===== config.mk =====
export PLATFORM = sky130hd
export DESIGN_NAME = usbLiteAvalonWrap
export DESIGN_NICKNAME = d
export VERILOG_FILES = /design/src/design/usbLitePkg.sv /design/src/design/usbLiteAvalonWrap.sv /design/src/design/usbLiteRxWire.sv /design/src/design/usbLiteTxWire.sv /design/src/design/usbLiteRegs.sv /design/src/design/usbLiteFifo.sv
export SDC_FILE = /design/constraint.sdc
export NUM_CORES = 1
export LEC_CHECK = 0
export BUFFER_PORTS_ARGS = -buffer_cell sky130_fd_sc_hd__buf_4
export CAP_MARGIN = 10
export CORE_ASPECT_RATIO = 1.5
export CORE_MARGIN = 5
export CORE_UTILIZATION = 30
export DETAILED_ROUTE_END_ITERATION = 16
export PLACE_DENSITY = 0.46
export SYNTH_ARGS = -nofsm -noshare
export SYNTH_HDL_FRONTEND = slang
export SYNTH_SLANG_ARGS = --single-unit

===== constraint.sdc =====
create_clock -name clk_i -period 8.2 [get_ports clk_i]
set_clock_uncertainty 0.15 [all_clocks]
set_input_delay 0.41 -clock clk_i [delete_from_list [all_inputs] [get_ports clk_i]]
set_output_delay 0.41 -clock clk_i [all_outputs]
set_load 0.05 [all_outputs]

===== src/design/usbLitePkg.sv =====
package usbLitePkg;

  // ####################################################################
  // Bus widths and register map.
  // ####################################################################
  localparam int ADDR_W = 8;
  localparam int DATA_W = 8;

  localparam logic [ADDR_W-1:0] ADDR_CONTROL  = 8'h00;
  localparam logic [ADDR_W-1:0] ADDR_STATUS   = 8'h01;
  localparam logic [ADDR_W-1:0] ADDR_INTMASK  = 8'h02;
  localparam logic [ADDR_W-1:0] ADDR_TXDATA   = 8'h03;
  localparam logic [ADDR_W-1:0] ADDR_RXDATA   = 8'h04;
  localparam logic [ADDR_W-1:0] ADDR_FIFOSTAT = 8'h05;

  // Control register bits.
  localparam int CTRL_W         = 3;
  localparam int CTRL_TXEN      = 0;
  localparam int CTRL_RXEN      = 1;
  localparam int CTRL_FULLSPEED = 2;

  // Status and mask share one layout.
  localparam int INT_W      = 3;
  localparam int INT_TXDONE = 0;
  localparam int INT_RXBYTE = 1;
  localparam int INT_RXOVF  = 2;

  localparam int FSTAT_W       = 3;
  localparam int FSTAT_TXFULL  = 0;
  localparam int FSTAT_TXEMPTY = 1;
  localparam int FSTAT_RXEMPTY = 2;

  // ####################################################################
  // FIFO sizes and line timing.
  // ####################################################################
  localparam int TX_FIFO_DEPTH = 16;
  localparam int RX_FIFO_DEPTH = 8;

  localparam int FS_DIV    = 4;   // Clocks per bit, full speed.
  localparam int LS_DIV    = 32;  // Clocks per bit, low speed.
  localparam int DIV_W     = $clog2(LS_DIV);
  localparam int BIT_CNT_W = $clog2(DATA_W);

endpackage

===== src/design/usbLiteAvalonWrap.sv =====
`timescale 1ns/1ns

module usbLiteAvalonWrap (
  input  logic                          clk_i,
  input  logic                          arstN_i,
  input  logic [usbLitePkg::ADDR_W-1:0] address_i,
  input  logic [usbLitePkg::DATA_W-1:0] writeData_i,
  output logic [usbLitePkg::DATA_W-1:0] readData_o,
  input  logic                          write_i,
  input  logic                          read_i,
  input  logic                          chipSelect_i,
  output logic                          waitRequest_o,
  output logic                          irq_o,
  input  logic                          USBWireVPI_i,
  input  logic                          USBWireVMI_i,
  output logic                          USBWireVPO_o,
  output logic                          USBWireVMO_o,
  output logic                          USBWireDataInTick_o,
  output logic                          USBWireDataOutTick_o,
  output logic                          USBWireOutEn_n_o,
  output logic                          USBFullSpeed_o
);
  import usbLitePkg::*;

  logic              txPush;
  logic [DATA_W-1:0] txData;
  logic              txPop;
  logic [DATA_W-1:0] txHead;
  logic              txFull;
  logic              txEmpty;
  logic              rxPush;
  logic [DATA_W-1:0] rxByte;
  logic              rxPop;
  logic [DATA_W-1:0] rxHead;
  logic              rxFull;
  logic              rxEmpty;
  logic              txDone;
  logic              txEnable;
  logic              rxEnable;
  logic              bitTick;
  logic              outEn;

  assign USBWireOutEn_n_o = !outEn;  // Pad enable is active low.

  usbLiteRegs regs_i (
    .clk_i, .arstN_i, .address_i, .writeData_i, .readData_o,
    .write_i, .read_i, .chipSelect_i, .waitRequest_o,
    .txPush_o(txPush), .txData_o(txData), .txFull_i(txFull), .txEmpty_i(txEmpty),
    .rxPop_o(rxPop), .rxData_i(rxHead), .rxEmpty_i(rxEmpty),
    .rxPush_i(rxPush), .rxFull_i(rxFull), .txDone_i(txDone),
    .txEnable_o(txEnable), .rxEnable_o(rxEnable), .fullSpeed_o(USBFullSpeed_o),
    .irq_o
  );

  usbLiteFifo #(.DEPTH(TX_FIFO_DEPTH)) txFifo_i (
    .clk_i, .arstN_i, .push_i(txPush), .data_i(txData), .pop_i(txPop),
    .data_o(txHead), .full_o(txFull), .empty_o(txEmpty)
  );

  usbLiteFifo #(.DEPTH(RX_FIFO_DEPTH)) rxFifo_i (
    .clk_i, .arstN_i, .push_i(rxPush), .data_i(rxByte), .pop_i(rxPop),
    .data_o(rxHead), .full_o(rxFull), .empty_o(rxEmpty)
  );

  usbLiteTxWire txWire_i (
    .clk_i, .arstN_i, .txEnable_i(txEnable), .fullSpeed_i(USBFullSpeed_o),
    .fifoData_i(txHead), .fifoEmpty_i(txEmpty), .fifoPop_o(txPop),
    .bitTick_o(bitTick), .lineVp_o(USBWireVPO_o), .lineVm_o(USBWireVMO_o),
    .outEn_o(outEn), .dataOutTick_o(USBWireDataOutTick_o), .txDone_o(txDone)
  );

  // Receiver shares the transmit bit tick.
  usbLiteRxWire rxWire_i (
    .clk_i, .arstN_i, .rxEnable_i(rxEnable), .bitTick_i(bitTick),
    .lineVp_i(USBWireVPI_i), .lineVm_i(USBWireVMI_i),
    .rxPush_o(rxPush), .rxData_o(rxByte), .dataInTick_o(USBWireDataInTick_o)
  );

endmodule


===== src/design/usbLiteRxWire.sv =====
`timescale 1ns/1ns

module usbLiteRxWire (
  input  logic                          clk_i,
  input  logic                          arstN_i,
  input  logic                          rxEnable_i,
  input  logic                          bitTick_i,
  input  logic                          lineVp_i,
  input  logic                          lineVm_i,
  output logic                          rxPush_o,
  output logic [usbLitePkg::DATA_W-1:0] rxData_o,
  output logic                          dataInTick_o
);
  import usbLitePkg::*;

  logic                 sample;
  logic                 se0;
  logic [BIT_CNT_W-1:0] bitCnt;
  logic [DATA_W-1:0]    shiftReg;

  assign sample       = bitTick_i && rxEnable_i;
  assign se0          = !lineVp_i && !lineVm_i;
  assign dataInTick_o = sample;
  assign rxData_o     = shiftReg;  // Complete when rxPush_o is high.

  // ####################################################################
  // Bit counter, resynchronized by SE0.
  // ####################################################################
  always_ff @(posedge clk_i or negedge arstN_i) begin
    if (!arstN_i) begin
      bitCnt   <= '0;
      rxPush_o <= 1'b0;
    end else begin
      rxPush_o <= 1'b0;
      if (!rxEnable_i) begin
        bitCnt <= '0;
      end else if (sample) begin
        if (se0) begin
          bitCnt <= '0;
        end else begin
          bitCnt   <= bitCnt + 1'b1;
          rxPush_o <= (bitCnt == '1);  // Eighth bit.
        end
      end
    end
  end

  // LSB first, so new bits enter at the top.
  always_ff @(posedge clk_i) begin
    if (sample && !se0) begin
      shiftReg <= {lineVp_i, shiftReg[DATA_W-1:1]};
    end
  end

endmodule


===== src/design/usbLiteTxWire.sv =====
`timescale 1ns/1ns

module usbLiteTxWire (
  input  logic                          clk_i,
  input  logic                          arstN_i,
  input  logic                          txEnable_i,
  input  logic                          fullSpeed_i,
  input  logic [usbLitePkg::DATA_W-1:0] fifoData_i,
  input  logic                          fifoEmpty_i,
  output logic                          fifoPop_o,
  output logic                          bitTick_o,
  output logic                          lineVp_o,
  output logic                          lineVm_o,
  output logic                          outEn_o,
  output logic                          dataOutTick_o,
  output logic                          txDone_o
);
  import usbLitePkg::*;

  logic [DIV_W-1:0]     divCnt;
  logic [DIV_W-1:0]     divLast;
  logic                 bitTick;
  logic                 busy;
  logic [BIT_CNT_W-1:0] bitCnt;
  logic [DATA_W-1:0]    shiftReg;
  logic                 loadByte;

  assign divLast = fullSpeed_i ? DIV_W'(FS_DIV - 1) : DIV_W'(LS_DIV - 1);

  always_ff @(posedge clk_i or negedge arstN_i) begin
    if (!arstN_i) begin
      divCnt  <= '0;
      bitTick <= 1'b0;
    end else if (!txEnable_i) begin
      divCnt  <= '0;
      bitTick <= 1'b0;
    end else if (divCnt >= divLast) begin  // Also catches a speed change.
      divCnt  <= '0;
      bitTick <= 1'b1;
    end else begin
      divCnt  <= divCnt + 1'b1;
      bitTick <= 1'b0;
    end
  end

  // Bit count wraps to 0 once bit 7 is on the line.
  assign loadByte      = bitTick && (!busy || bitCnt == '0) && !fifoEmpty_i;
  assign fifoPop_o     = loadByte;
  assign bitTick_o     = bitTick;
  assign outEn_o       = busy;
  assign dataOutTick_o = bitTick && busy;

  always_ff @(posedge clk_i or negedge arstN_i) begin
    if (!arstN_i) begin
      busy     <= 1'b0;
      bitCnt   <= '0;
      lineVp_o <= 1'b0;
      lineVm_o <= 1'b0;
      txDone_o <= 1'b0;
    end else begin
      txDone_o <= 1'b0;
      if (!txEnable_i) begin
        busy     <= 1'b0;
        bitCnt   <= '0;
        lineVp_o <= 1'b0;
        lineVm_o <= 1'b0;
      end else if (loadByte) begin
        busy     <= 1'b1;
        bitCnt   <= BIT_CNT_W'(1);
        lineVp_o <= fifoData_i[0];
        lineVm_o <= !fifoData_i[0];
      end else if (bitTick && busy) begin
        if (bitCnt == '0) begin
          busy     <= 1'b0;  // Queue drained, back to SE0.
          lineVp_o <= 1'b0;
          lineVm_o <= 1'b0;
          txDone_o <= 1'b1;
        end else begin
          bitCnt   <= bitCnt + 1'b1;
          lineVp_o <= shiftReg[0];
          lineVm_o <= !shiftReg[0];
        end
      end
    end
  end

  always_ff @(posedge clk_i) begin
    if (loadByte) begin
      shiftReg <= fifoData_i >> 1;
    end else if (bitTick && busy) begin
      shiftReg <= shiftReg >> 1;
    end
  end

endmodule


===== src/design/usbLiteRegs.sv =====
`timescale 1ns/1ns

module usbLiteRegs (
  input  logic                          clk_i,
  input  logic                          arstN_i,
  input  logic [usbLitePkg::ADDR_W-1:0] address_i,
  input  logic [usbLitePkg::DATA_W-1:0] writeData_i,
  output logic [usbLitePkg::DATA_W-1:0] readData_o,
  input  logic                          write_i,
  input  logic                          read_i,
  input  logic                          chipSelect_i,
  output logic                          waitRequest_o,
  output logic                          txPush_o,
  output logic [usbLitePkg::DATA_W-1:0] txData_o,
  input  logic                          txFull_i,
  input  logic                          txEmpty_i,
  output logic                          rxPop_o,
  input  logic [usbLitePkg::DATA_W-1:0] rxData_i,
  input  logic                          rxEmpty_i,
  input  logic                          rxPush_i,
  input  logic                          rxFull_i,
  input  logic                          txDone_i,
  output logic                          txEnable_o,
  output logic                          rxEnable_o,
  output logic                          fullSpeed_o,
  output logic                          irq_o
);
  import usbLitePkg::*;

  logic               strobe;
  logic               ack;
  logic               wrAck;
  logic               rdAck;
  logic [CTRL_W-1:0]  control;
  logic [INT_W-1:0]   status;
  logic [INT_W-1:0]   statusNext;
  logic [INT_W-1:0]   intMask;
  logic [INT_W-1:0]   intMaskNext;
  logic [INT_W-1:0]   intSet;
  logic [INT_W-1:0]   intClr;
  logic [FSTAT_W-1:0] fifoStat;

  // ####################################################################
  // One wait state per access.
  // ####################################################################
  assign strobe        = chipSelect_i && (read_i || write_i);
  assign waitRequest_o = !ack;
  assign wrAck         = ack && chipSelect_i && write_i;
  assign rdAck         = ack && chipSelect_i && read_i;

  always_ff @(posedge clk_i or negedge arstN_i) begin
    if (!arstN_i) begin
      ack <= 1'b0;
    end else begin
      ack <= strobe && !ack;
    end
  end

  // FIFO side effects.
  assign txPush_o = wrAck && (address_i == ADDR_TXDATA) && !txFull_i;
  assign txData_o = writeData_i;
  assign rxPop_o  = rdAck && (address_i == ADDR_RXDATA) && !rxEmpty_i;

  assign txEnable_o  = control[CTRL_TXEN];
  assign rxEnable_o  = control[CTRL_RXEN];
  assign fullSpeed_o = control[CTRL_FULLSPEED];

  // ####################################################################
  // Interrupt status, mask and request.
  // ####################################################################
  always_comb begin
    intSet             = '0;
    intSet[INT_TXDONE] = txDone_i;
    intSet[INT_RXBYTE] = rxPush_i;
    intSet[INT_RXOVF]  = rxPush_i && rxFull_i;  // Byte dropped.
  end

  assign intClr      = (wrAck && address_i == ADDR_STATUS) ? writeData_i[INT_W-1:0] : '0;
  assign statusNext  = (status & ~intClr) | intSet;  // New events win over clear.
  assign intMaskNext = (wrAck && address_i == ADDR_INTMASK) ? writeData_i[INT_W-1:0]
                                                            : intMask;

  always_ff @(posedge clk_i or negedge arstN_i) begin
    if (!arstN_i) begin
      control <= '0;
      status  <= '0;
      intMask <= '0;
      irq_o   <= 1'b0;
    end else begin
      if (wrAck && address_i == ADDR_CONTROL) begin
        control <= writeData_i[CTRL_W-1:0];
      end
      status  <= statusNext;
      intMask <= intMaskNext;
      irq_o   <= |(statusNext & intMaskNext);
    end
  end

  // ####################################################################
  // Read decode.
  // ####################################################################
  always_comb begin
    fifoStat                = '0;
    fifoStat[FSTAT_TXFULL]  = txFull_i;
    fifoStat[FSTAT_TXEMPTY] = txEmpty_i;
    fifoStat[FSTAT_RXEMPTY] = rxEmpty_i;
  end

  always_comb begin
    case (address_i)
      ADDR_CONTROL:  readData_o = DATA_W'(control);
      ADDR_STATUS:   readData_o = DATA_W'(status);
      ADDR_INTMASK:  readData_o = DATA_W'(intMask);
      ADDR_RXDATA:   readData_o = rxEmpty_i ? '0 : rxData_i;
      ADDR_FIFOSTAT: readData_o = DATA_W'(fifoStat);
      default:       readData_o = '0;  // TXDATA is write only.
    endcase
  end

endmodule


===== src/design/usbLiteFifo.sv =====
`timescale 1ns/1ns

module usbLiteFifo #(
  parameter int DEPTH = 8
) (
  input  logic                        clk_i,
  input  logic                        arstN_i,
  input  logic                        push_i,
  input  logic [usbLitePkg::DATA_W-1:0] data_i,
  input  logic                        pop_i,
  output logic [usbLitePkg::DATA_W-1:0] data_o,
  output logic                        full_o,
  output logic                        empty_o
);
  import usbLitePkg::*;

  localparam int PTR_W = (DEPTH > 1) ? $clog2(DEPTH) : 1;
  localparam int CNT_W = $clog2(DEPTH + 1);

  logic [DATA_W-1:0] mem [DEPTH];
  logic [PTR_W-1:0]  wrPtr;
  logic [PTR_W-1:0]  rdPtr;
  logic [CNT_W-1:0]  count;
  logic              doPush;
  logic              doPop;

  assign full_o  = (count == CNT_W'(DEPTH));
  assign empty_o = (count == '0);
  assign doPush  = push_i && !full_o;
  assign doPop   = pop_i && !empty_o;
  assign data_o  = mem[rdPtr];  // Head is visible without a pop.

  always_ff @(posedge clk_i or negedge arstN_i) begin
    if (!arstN_i) begin
      wrPtr <= '0;
      rdPtr <= '0;
      count <= '0;
    end else begin
      if (doPush) begin
        wrPtr <= (wrPtr == PTR_W'(DEPTH - 1)) ? '0 : wrPtr + 1'b1;
      end
      if (doPop) begin
        rdPtr <= (rdPtr == PTR_W'(DEPTH - 1)) ? '0 : rdPtr + 1'b1;
      end
      if (doPush && !doPop) begin
        count <= count + 1'b1;
      end else if (doPop && !doPush) begin
        count <= count - 1'b1;
      end
    end
  end

  always_ff @(posedge clk_i) begin
    if (doPush) begin
      mem[wrPtr] <= data_i;
    end
  end

endmodule


==> metrics.cfg, run 1 <==
[layout]
fin_nets = 733
regArea_um2 = 7490
fillers = 3482
final_cell_count_no_fill = 1181
multi_input_area_um2 = 3100
drive_gt1_share_pct = 22.0
n_antenna_cell = 0
areaGrowthSynthToFinish_pct = 16.2

[sta]
fin_setup_tns_ns = 0
maxSlewHeadroom_pct = 32.0
post-route-min-period_ns = 3.48
setup_violations = 0
clock.fmax_mhz = 287
slew_violations = 0
worst_pin_slew_ns = 1.02
finalCritPeriodShare_pct = 42.5
hold_viol_final = 0
whs_ns = 0.0385
rsz0062_at_grt = no

[clocking]
path_clk_slew_ns = 0.06
cts_tree = done
h-tree-depth = 1
clock_sinks = 258
numCtsBuffers = 26
postCtsHoldBufs = 4
cts_buffer_depth = 3
root_buffer = clkbuf_16
clock_latency_ns = 0.53
post-cts-setup-buffers = 0
ctsResizeCount = 0

[routing]
drt_first_pass_iters = 4
drt_iter0_drc = 272
vias = 5671
vias_per_cell = 4.80
ant_nets = 0
route.detailed.drc = 0
wire_per_inst_um = 20.2
wl_um = 23900

[yosys]
async_flop_share_pct = 19.8
yosys-top-cells-area = edfxtp_1 (58%), dfrtp_1 (12%), mux4_2 (10%), ha_1 (2.9%), mux2i_1 (2.0%)
synth_top_area_share_pct = 57.7
ys.flop_type = edfxtp_1
synth_area_um2 = 10800
syn_inst = 627
ys_warn_count = 0
yosysSeqAreaShare_pct = 69.6
syn_avg_cell_area_um2 = 17.2
ys_types = 55
synth_seq_cells = 258
synth-edff-count = 207
yosys.area.top_type = edfxtp_1
synth_nets = 677

[outcome]
status = complete, no violations

[power]
leakage_uw = 0.00435
power_uw = 2640
ir_drop_mv = 0.134
netSwitchingFraction_pct = 19.0
clock_power_share_pct = 45.1
p_seq_share_pct = 53.4
switching_power_uw = 501
pwr-share-comb_pct = 1.5
powerDensity_nw_per_um2 = 211
p_int_uw = 2140

[critical_path]
arrival_ns = 3.80
rrSetupSlack_ns = 4.72
r2r_end = txFifo_i.count[4]
path_max_fanout = 17
reg2reg_from = txFifo_i.count[1]
reg2reg_depth = 10
cp-start-kind = flip-flop
endpoint_kind = flip-flop
worstSetupPathType = reg -> reg
required_ns = 8.51

[hold_path]
hold_end = txFifo_i.mem[7][7]
hold_path_class = in -> reg
min_delay_path_depth = 1
hold_start = writeData_i[7]

[grt]
grt_pass1_vias = 6206
grt_max_degree = 52
grt_use_total_pct = 12.2
grt_pass1_wl_um = 37200
overflow = 0
antenna_found_initial = 0

[placed_design]
numPortBuffers = 38
place.gp.congestion = 0.739
dp_hpwl_um = 16000
placedCellCount = 1129

[die]
die-area_um2 = 39900
die_w_um = 165
start_util_pct = 30.1
die_h_um = 242
design.core.area_um2 = 35700
pin_count = 39
rows = 85

[run]
maxCapViolations = 0

sequential cells by signal, summed over array words and instances, names as in the netlist, 4 cells and up:
name	cells
txFifo_i.count	5
txFifo_i.rdPtr	4
txFifo_i.wrPtr	4
rxFifo_i.mem	64
txWire_i.shiftReg	7
rxFifo_i.count	4
txWire_i.divCnt	5
rxWire_i.rxData_o	8
txFifo_i.mem	128
layout by cell type (no fill, tap or decap), types with 9 or more instances in the layout:
cell / instances
clkbuf_1: 13
mux4_2: 49
o21ai_0: 18
buf_4: 47
nor3_1: 9
a21o_1: 10
edfxtp_1: 207
clkbuf_16: 27
nor2_1: 31
inv_1: 21
xnor2_1: 9
dfrtp_1: 50
mux2i_1: 22
nand3_1: 17
nand2_1: 40
ha_1: 25
metrics by stage:
stage               setup WS (ns)  util, %  cell area [um^2]
finish                       4.72     35.0             12500
global route                 4.48     35.0             12500
CTS                          4.72     35.0             12500
detailed placement           4.72     32.5             11600
global placement             4.79     32.5             11600
floorplan                    5.12        -             10800
synth_stat cells, drive strengths merged (9+ instances only):
master	number
xnor2	9
nand2	40
ha	25
edfxtp	207
mux2i	22
nor2	31
inv	21
dfrtp	51
nand3	18
mux4	49
buf	14
clkbuf	9
nor3	14
o21ai	19
mux2	10
a21o	10
metal layers:
layer / vias up / global-route usage (%) / part of all wire [%]
met5: - / 0 / 0
met4: 0 / 3.67 / 2.5
met1: 2961 / 14.8 / 39
li1: 2564 / - / -
met2: 112 / 21.9 / 54
met3: 34 / 1.91 / 4.2
area by class of cell:
cell class / instances / share of cell area [%]
Timing Repair Buffer: 51 / 3.14
Sequential cell: 258 / 59.9
Multi-Input combinational cell: 325 / 24.8
Tap cell: 478 / 4.78
Clock inverter: 6 / 0.820
Clock buffer: 42 / 6.01
Inverter: 21 / 0.630
logic make-up after synthesis:
family,share of synthesized area [%]
DFF,69.6
and+or+nand+nor,6.50
muxes,13.4
AOI/OAI and AO/OA,4.26
buffers and inverters,1.86
adders and majority gates,3.28
xor gates and xnor gates,1.14
how the worst max path moves through the flow:
stage                      start                 to  slack [ns]  depth (start not counted)
4_1_cts        txFifo_i.count[1]  txFifo_i.count[4]        4.72                         10
3_3_place_gp        address_i[2]  txFifo_i.count[4]        4.79                         12
3_5_place_dp        address_i[2]  txFifo_i.count[4]        4.72                         12
5_1_grt        txFifo_i.count[1]  txFifo_i.count[4]        4.48                         10
2_1_floorplan  txFifo_i.count[1]  txFifo_i.count[4]        5.12                         11
6_report       txFifo_i.count[1]  txFifo_i.count[4]        4.72                         10
critical path, cell delays in order, from the launching register on:
cell and delay, ns:
dfrtp_1 0.43, nor4_2 0.46, a221o_1 0.64, ha_1 0.34, inv_1 0.12, ha_1 0.33
nor2b_1 0.14, o21a_1 0.17, or3_1 0.30, a21oi_1 0.20, xnor2_1 0.13
power by group through the flow:
stage	logic, uW	registers [uW]	clock network [uW]
finish	40.1	1410	1190
global route	44.7	1410	1280
CTS	41.6	1410	1220
detailed placement	39.7	1440	0
global placement	37.8	1440	0
floorplan	9.10	1440	0
Power figures use the tool's default switching activity.
==> run 2: changes to the inputs <==
ABC_AREA = 1   (was unset)
clock period = 3.3 ns   (was 8.2 ns; I/O delays follow)
==> metrics.cfg, run 2 <==
[outcome]
status = complete, no violations

[die]
design.core.area_um2 = 36700  ; +2.7%
die_h_um = 246  ; +1.6%
die_w_um = 167  ; +1.5%
rows = 86  ; +1.2%
die-area_um2 = 41100  ; +3.1%
pin_count = 39  ; unchanged
start_util_pct = 30.3  ; +0.17 points

[placed_design]
dp_hpwl_um = 18200  ; +14%
numPortBuffers = 38  ; unchanged
place_area_um2 = 12100  ; +3.7%
place.gp.congestion = 0.778  ; +5.3%

[critical_path]
cp-startpoint = address_i[1]
crit_buf_inv = 5  ; +4
required_ns = 2.98  ; -5.53 ns
crit_path_frequent_cell = nand3_1
cp_slowest_cell = dlygate4sd3_1
path_max_fanout = 8  ; -9
reg2reg_from = txWire_i.bitCnt[0]
worstSetupPathType = in -> out
cp_top_family = buffers and inverters
rrSetupSlack_ns = 0.65  ; -4.07 ns
worst-path-stages = 9  ; -1
arrival_ns = 2.78  ; -1.02 ns
reg2reg_depth = 16  ; +6
endpoint_kind = output port
cp-start-kind = primary input
worstSetupEndpoint = readData_o[0]
worstPathCellList = dlygate4sd3_1, buf_4, nor2_1, dlygate4sd3_1, nand3_1, inv_1, nand3_1, nand3_1, buf_4
max_stage_delay_ns = 0.61  ; -0.03 ns
r2r_end = txFifo_i.count[4]

[layout]
final_area_um2 = 13000  ; +4.2%
regArea_um2 = 7490  ; about the same
drive_gt1_share_pct = 11.8  ; -10 points
fin_nets = 1105  ; +51%
largest_reg_flops = 128  ; unchanged
n_antenna_cell = 0  ; unchanged
areaGrowthSynthToFinish_pct = 17.2
regMostFlops = txFifo_i.mem
final_common_cell = edfxtp_1
final_cell_mix = edfxtp_1 (207), nor2_1 (163), nand2_1 (127)
multi_input_area_um2 = 3110  ; +0.36%
fillers = 3638  ; +4.5%

[routing]
vias_per_cell = 4.66  ; -2.9%
ant_nets = 0  ; unchanged
route.detailed.drc = 0  ; unchanged
vias = 7259  ; +28%
wl_um = 27500  ; +15%
drt_first_pass_iters = 4  ; unchanged
wire_per_inst_um = 17.7  ; -13%
drt_iter0_drc = 414  ; +52%

[sta]
slew_violations = 0  ; unchanged
maxSlewHeadroom_pct = 52.0  ; +20 points
rsz0062_at_grt = no
clock.fmax_mhz = 323
post-route-min-period_ns = 3.10
worst_pin_slew_ns = 0.721  ; -0.295 ns
setup_violations = 0  ; unchanged
hold_viol_final = 0  ; unchanged
fin_setup_tns_ns = 0  ; unchanged
finalCritPeriodShare_pct = 93.8

[power]
powerDensity_nw_per_um2 = 489  ; +130%
leakage_uw = 0.00494  ; +13%
ir_drop_mv = 0.291  ; +120%

[grt]
antenna_found_initial = 0  ; unchanged
grt_use_total_pct = 13.3  ; +1.2 points
grt_pass1_wl_um = 42600  ; +15%
grt_pass1_vias = 7352  ; +18%
grt_max_degree = 68  ; +31%
overflow = 0  ; unchanged

[run]
maxCapViolations = 0  ; unchanged

[yosys]
syn_avg_cell_area_um2 = 11.5  ; -33%
async_flop_share_pct = 19.8  ; unchanged
yosysSeqAreaShare_pct = 67.3  ; -2.2 points
yosys-top-cells-area = edfxtp_1 (56%), dfrtp_1 (11%), nor2_1 (5.5%), o21ai_0 (4.7%), nand2_1 (4.3%)
yosys.area.top_type = edfxtp_1
syn_inst = 969  ; +55%
synth_nets = 1019  ; +51%
synth-edff-count = 207  ; unchanged
synth_seq_cells = 258  ; unchanged
synthTopCellsByCount = edfxtp_1 (207), nor2_1 (163), nand2_1 (127), o21ai_0 (104), inv_1 (70)
ys.flop_type = edfxtp_1
ys_types = 44  ; -20%
yosysMostFrequentCell = edfxtp_1
ys_warn_count = 0  ; unchanged
synth_area_um2 = 11100  ; +3.3%
synth_top_area_share_pct = 55.9  ; -1.8 points

[clocking]
path_clk_slew_ns = 0.06  ; about the same
cts_tree = done
root_buffer = clkbuf_16
numCtsBuffers = 27  ; +3.8%
ctsResizeCount = 0  ; unchanged
cts_buffer_depth = 3  ; unchanged
clock_sinks = 258  ; unchanged
clock_latency_ns = 0.55  ; +0.02 ns
h-tree-depth = 1  ; unchanged

[hold_path]
hold_path_class = in -> async

==> run 2: changes by cell type in the layout (fill, tap and decap cells not counted), sizes merged, moves of 25 or more <==
cell | before | now
nand2 | 40 | 130
nand3 | 18 | 56
mux4 | 49 | 0
inv | 21 | 75
buf | 47 | 72
nor2 | 31 | 168
o21ai | 19 | 130
==> run 2: worst reg2reg max path: stages (launching register included) <==
cell     delay (ns)
dfrtp_1        0.40
inv_1          0.08
ha_1           0.14
inv_1          0.04
nor2_2         0.15
nor2_1         0.06
nor2_1         0.08
nand2_1        0.08
ha_1           0.26
fa_1           0.47
inv_1          0.07
nand2_1        0.05
a21oi_1        0.15
nor2_1         0.06
nand2_1        0.05
nand3_1        0.08
xor2_1         0.15
==> run 2: logic make-up (layout without fill, tap and decap cells) <==
family | count (synthesis) | after routing | share of synthesized area [%]
compound gates | 192 | 192 | 10.3
xor+xnor | 13 | 13 | 1.02
fa+ha+maj | 27 | 27 | 3.17
buf+inv | 113 | 217 | 4.69
flops | 258 | 258 | 67.3
simple gates | 366 | 366 | 13.5
==> run 2: worst min path at each step <==
| stage | cells after the start | to | slack (ns) |
|---|---|---|---|
| final | 2 | txFifo_i.count[3] | 0.06 |
| after global routing | 6 | regs_i.intMask[0] | 0.10 |
| after CTS | 6 | regs_i.intMask[2] | 0.04 |
| after detailed placement | 1 | txFifo_i.count[3] | 0.12 |
| after global placement | 1 | txFifo_i.count[3] | 0.12 |
| after floorplan | 0 | regs_i.ack | -0.28 |
==> run 2: where the power goes <==
| group | total [uW] | leakage (uW) | switching (uW) | internal [uW] |
|---|---|---|---|---|
| combinational | 113 | 0.00207 | 71.4 | 41.7 |
| clock | 2760 | 0.000390 | 1240 | 1520 |
| sequential | 3510 | 0.00248 | 3.66 | 3500 |
| total | 6380 | 0.00494 | 1310 | 5060 |
==> run 2: area by class of cell <==
type,count,share of cell area [%]
well taps,484,4.64
flip-flops and latches,258,57.5
inverters,77,2.22
clock buffers,33,5.43
clock inverters,14,0.547
repair buffers,93,5.85
multi-input cells,598,23.8
==> run 2: timing repair <==
item,in CTS,in global routing
setup buffers,0,0
endpoints found under the setup margin,0,0
endpoints found under the hold margin,193,0
hold buffers,21,0
==> run 2: stage by stage <==
step	setup WS [ns]	hold WS (ns)	instances	total power [uW]	util (%)
6_report	0.204	0.0615	1557	6380	35.5
5_1_grt	0.117	0.101	1557	6620	35.5
4_1_cts	0.137	0.0438	1557	6490	35.5
3_5_place_dp	0.634	0.122	1489	3670	32.8
3_3_place_gp	0.679	0.117	1489	3670	32.8
2_1_floorplan	0.643	-0.281	969	3600	-
==> run 2: layer usage <==
| layer | global-route usage, % | wire length (um) | share of wire [%] | vias up |
|---|---|---|---|---|
| met2 | 25.8 | 14900 | 54 | 104 |
| met4 | 3.73 | 561 | 2.0 | 0 |
| met1 | 15.2 | 11200 | 40 | 3565 |
| li1 | - | - | - | 3557 |
| met3 | 1.80 | 915 | 3.3 | 33 |
| met5 | 0 | 0 | 0 | - |
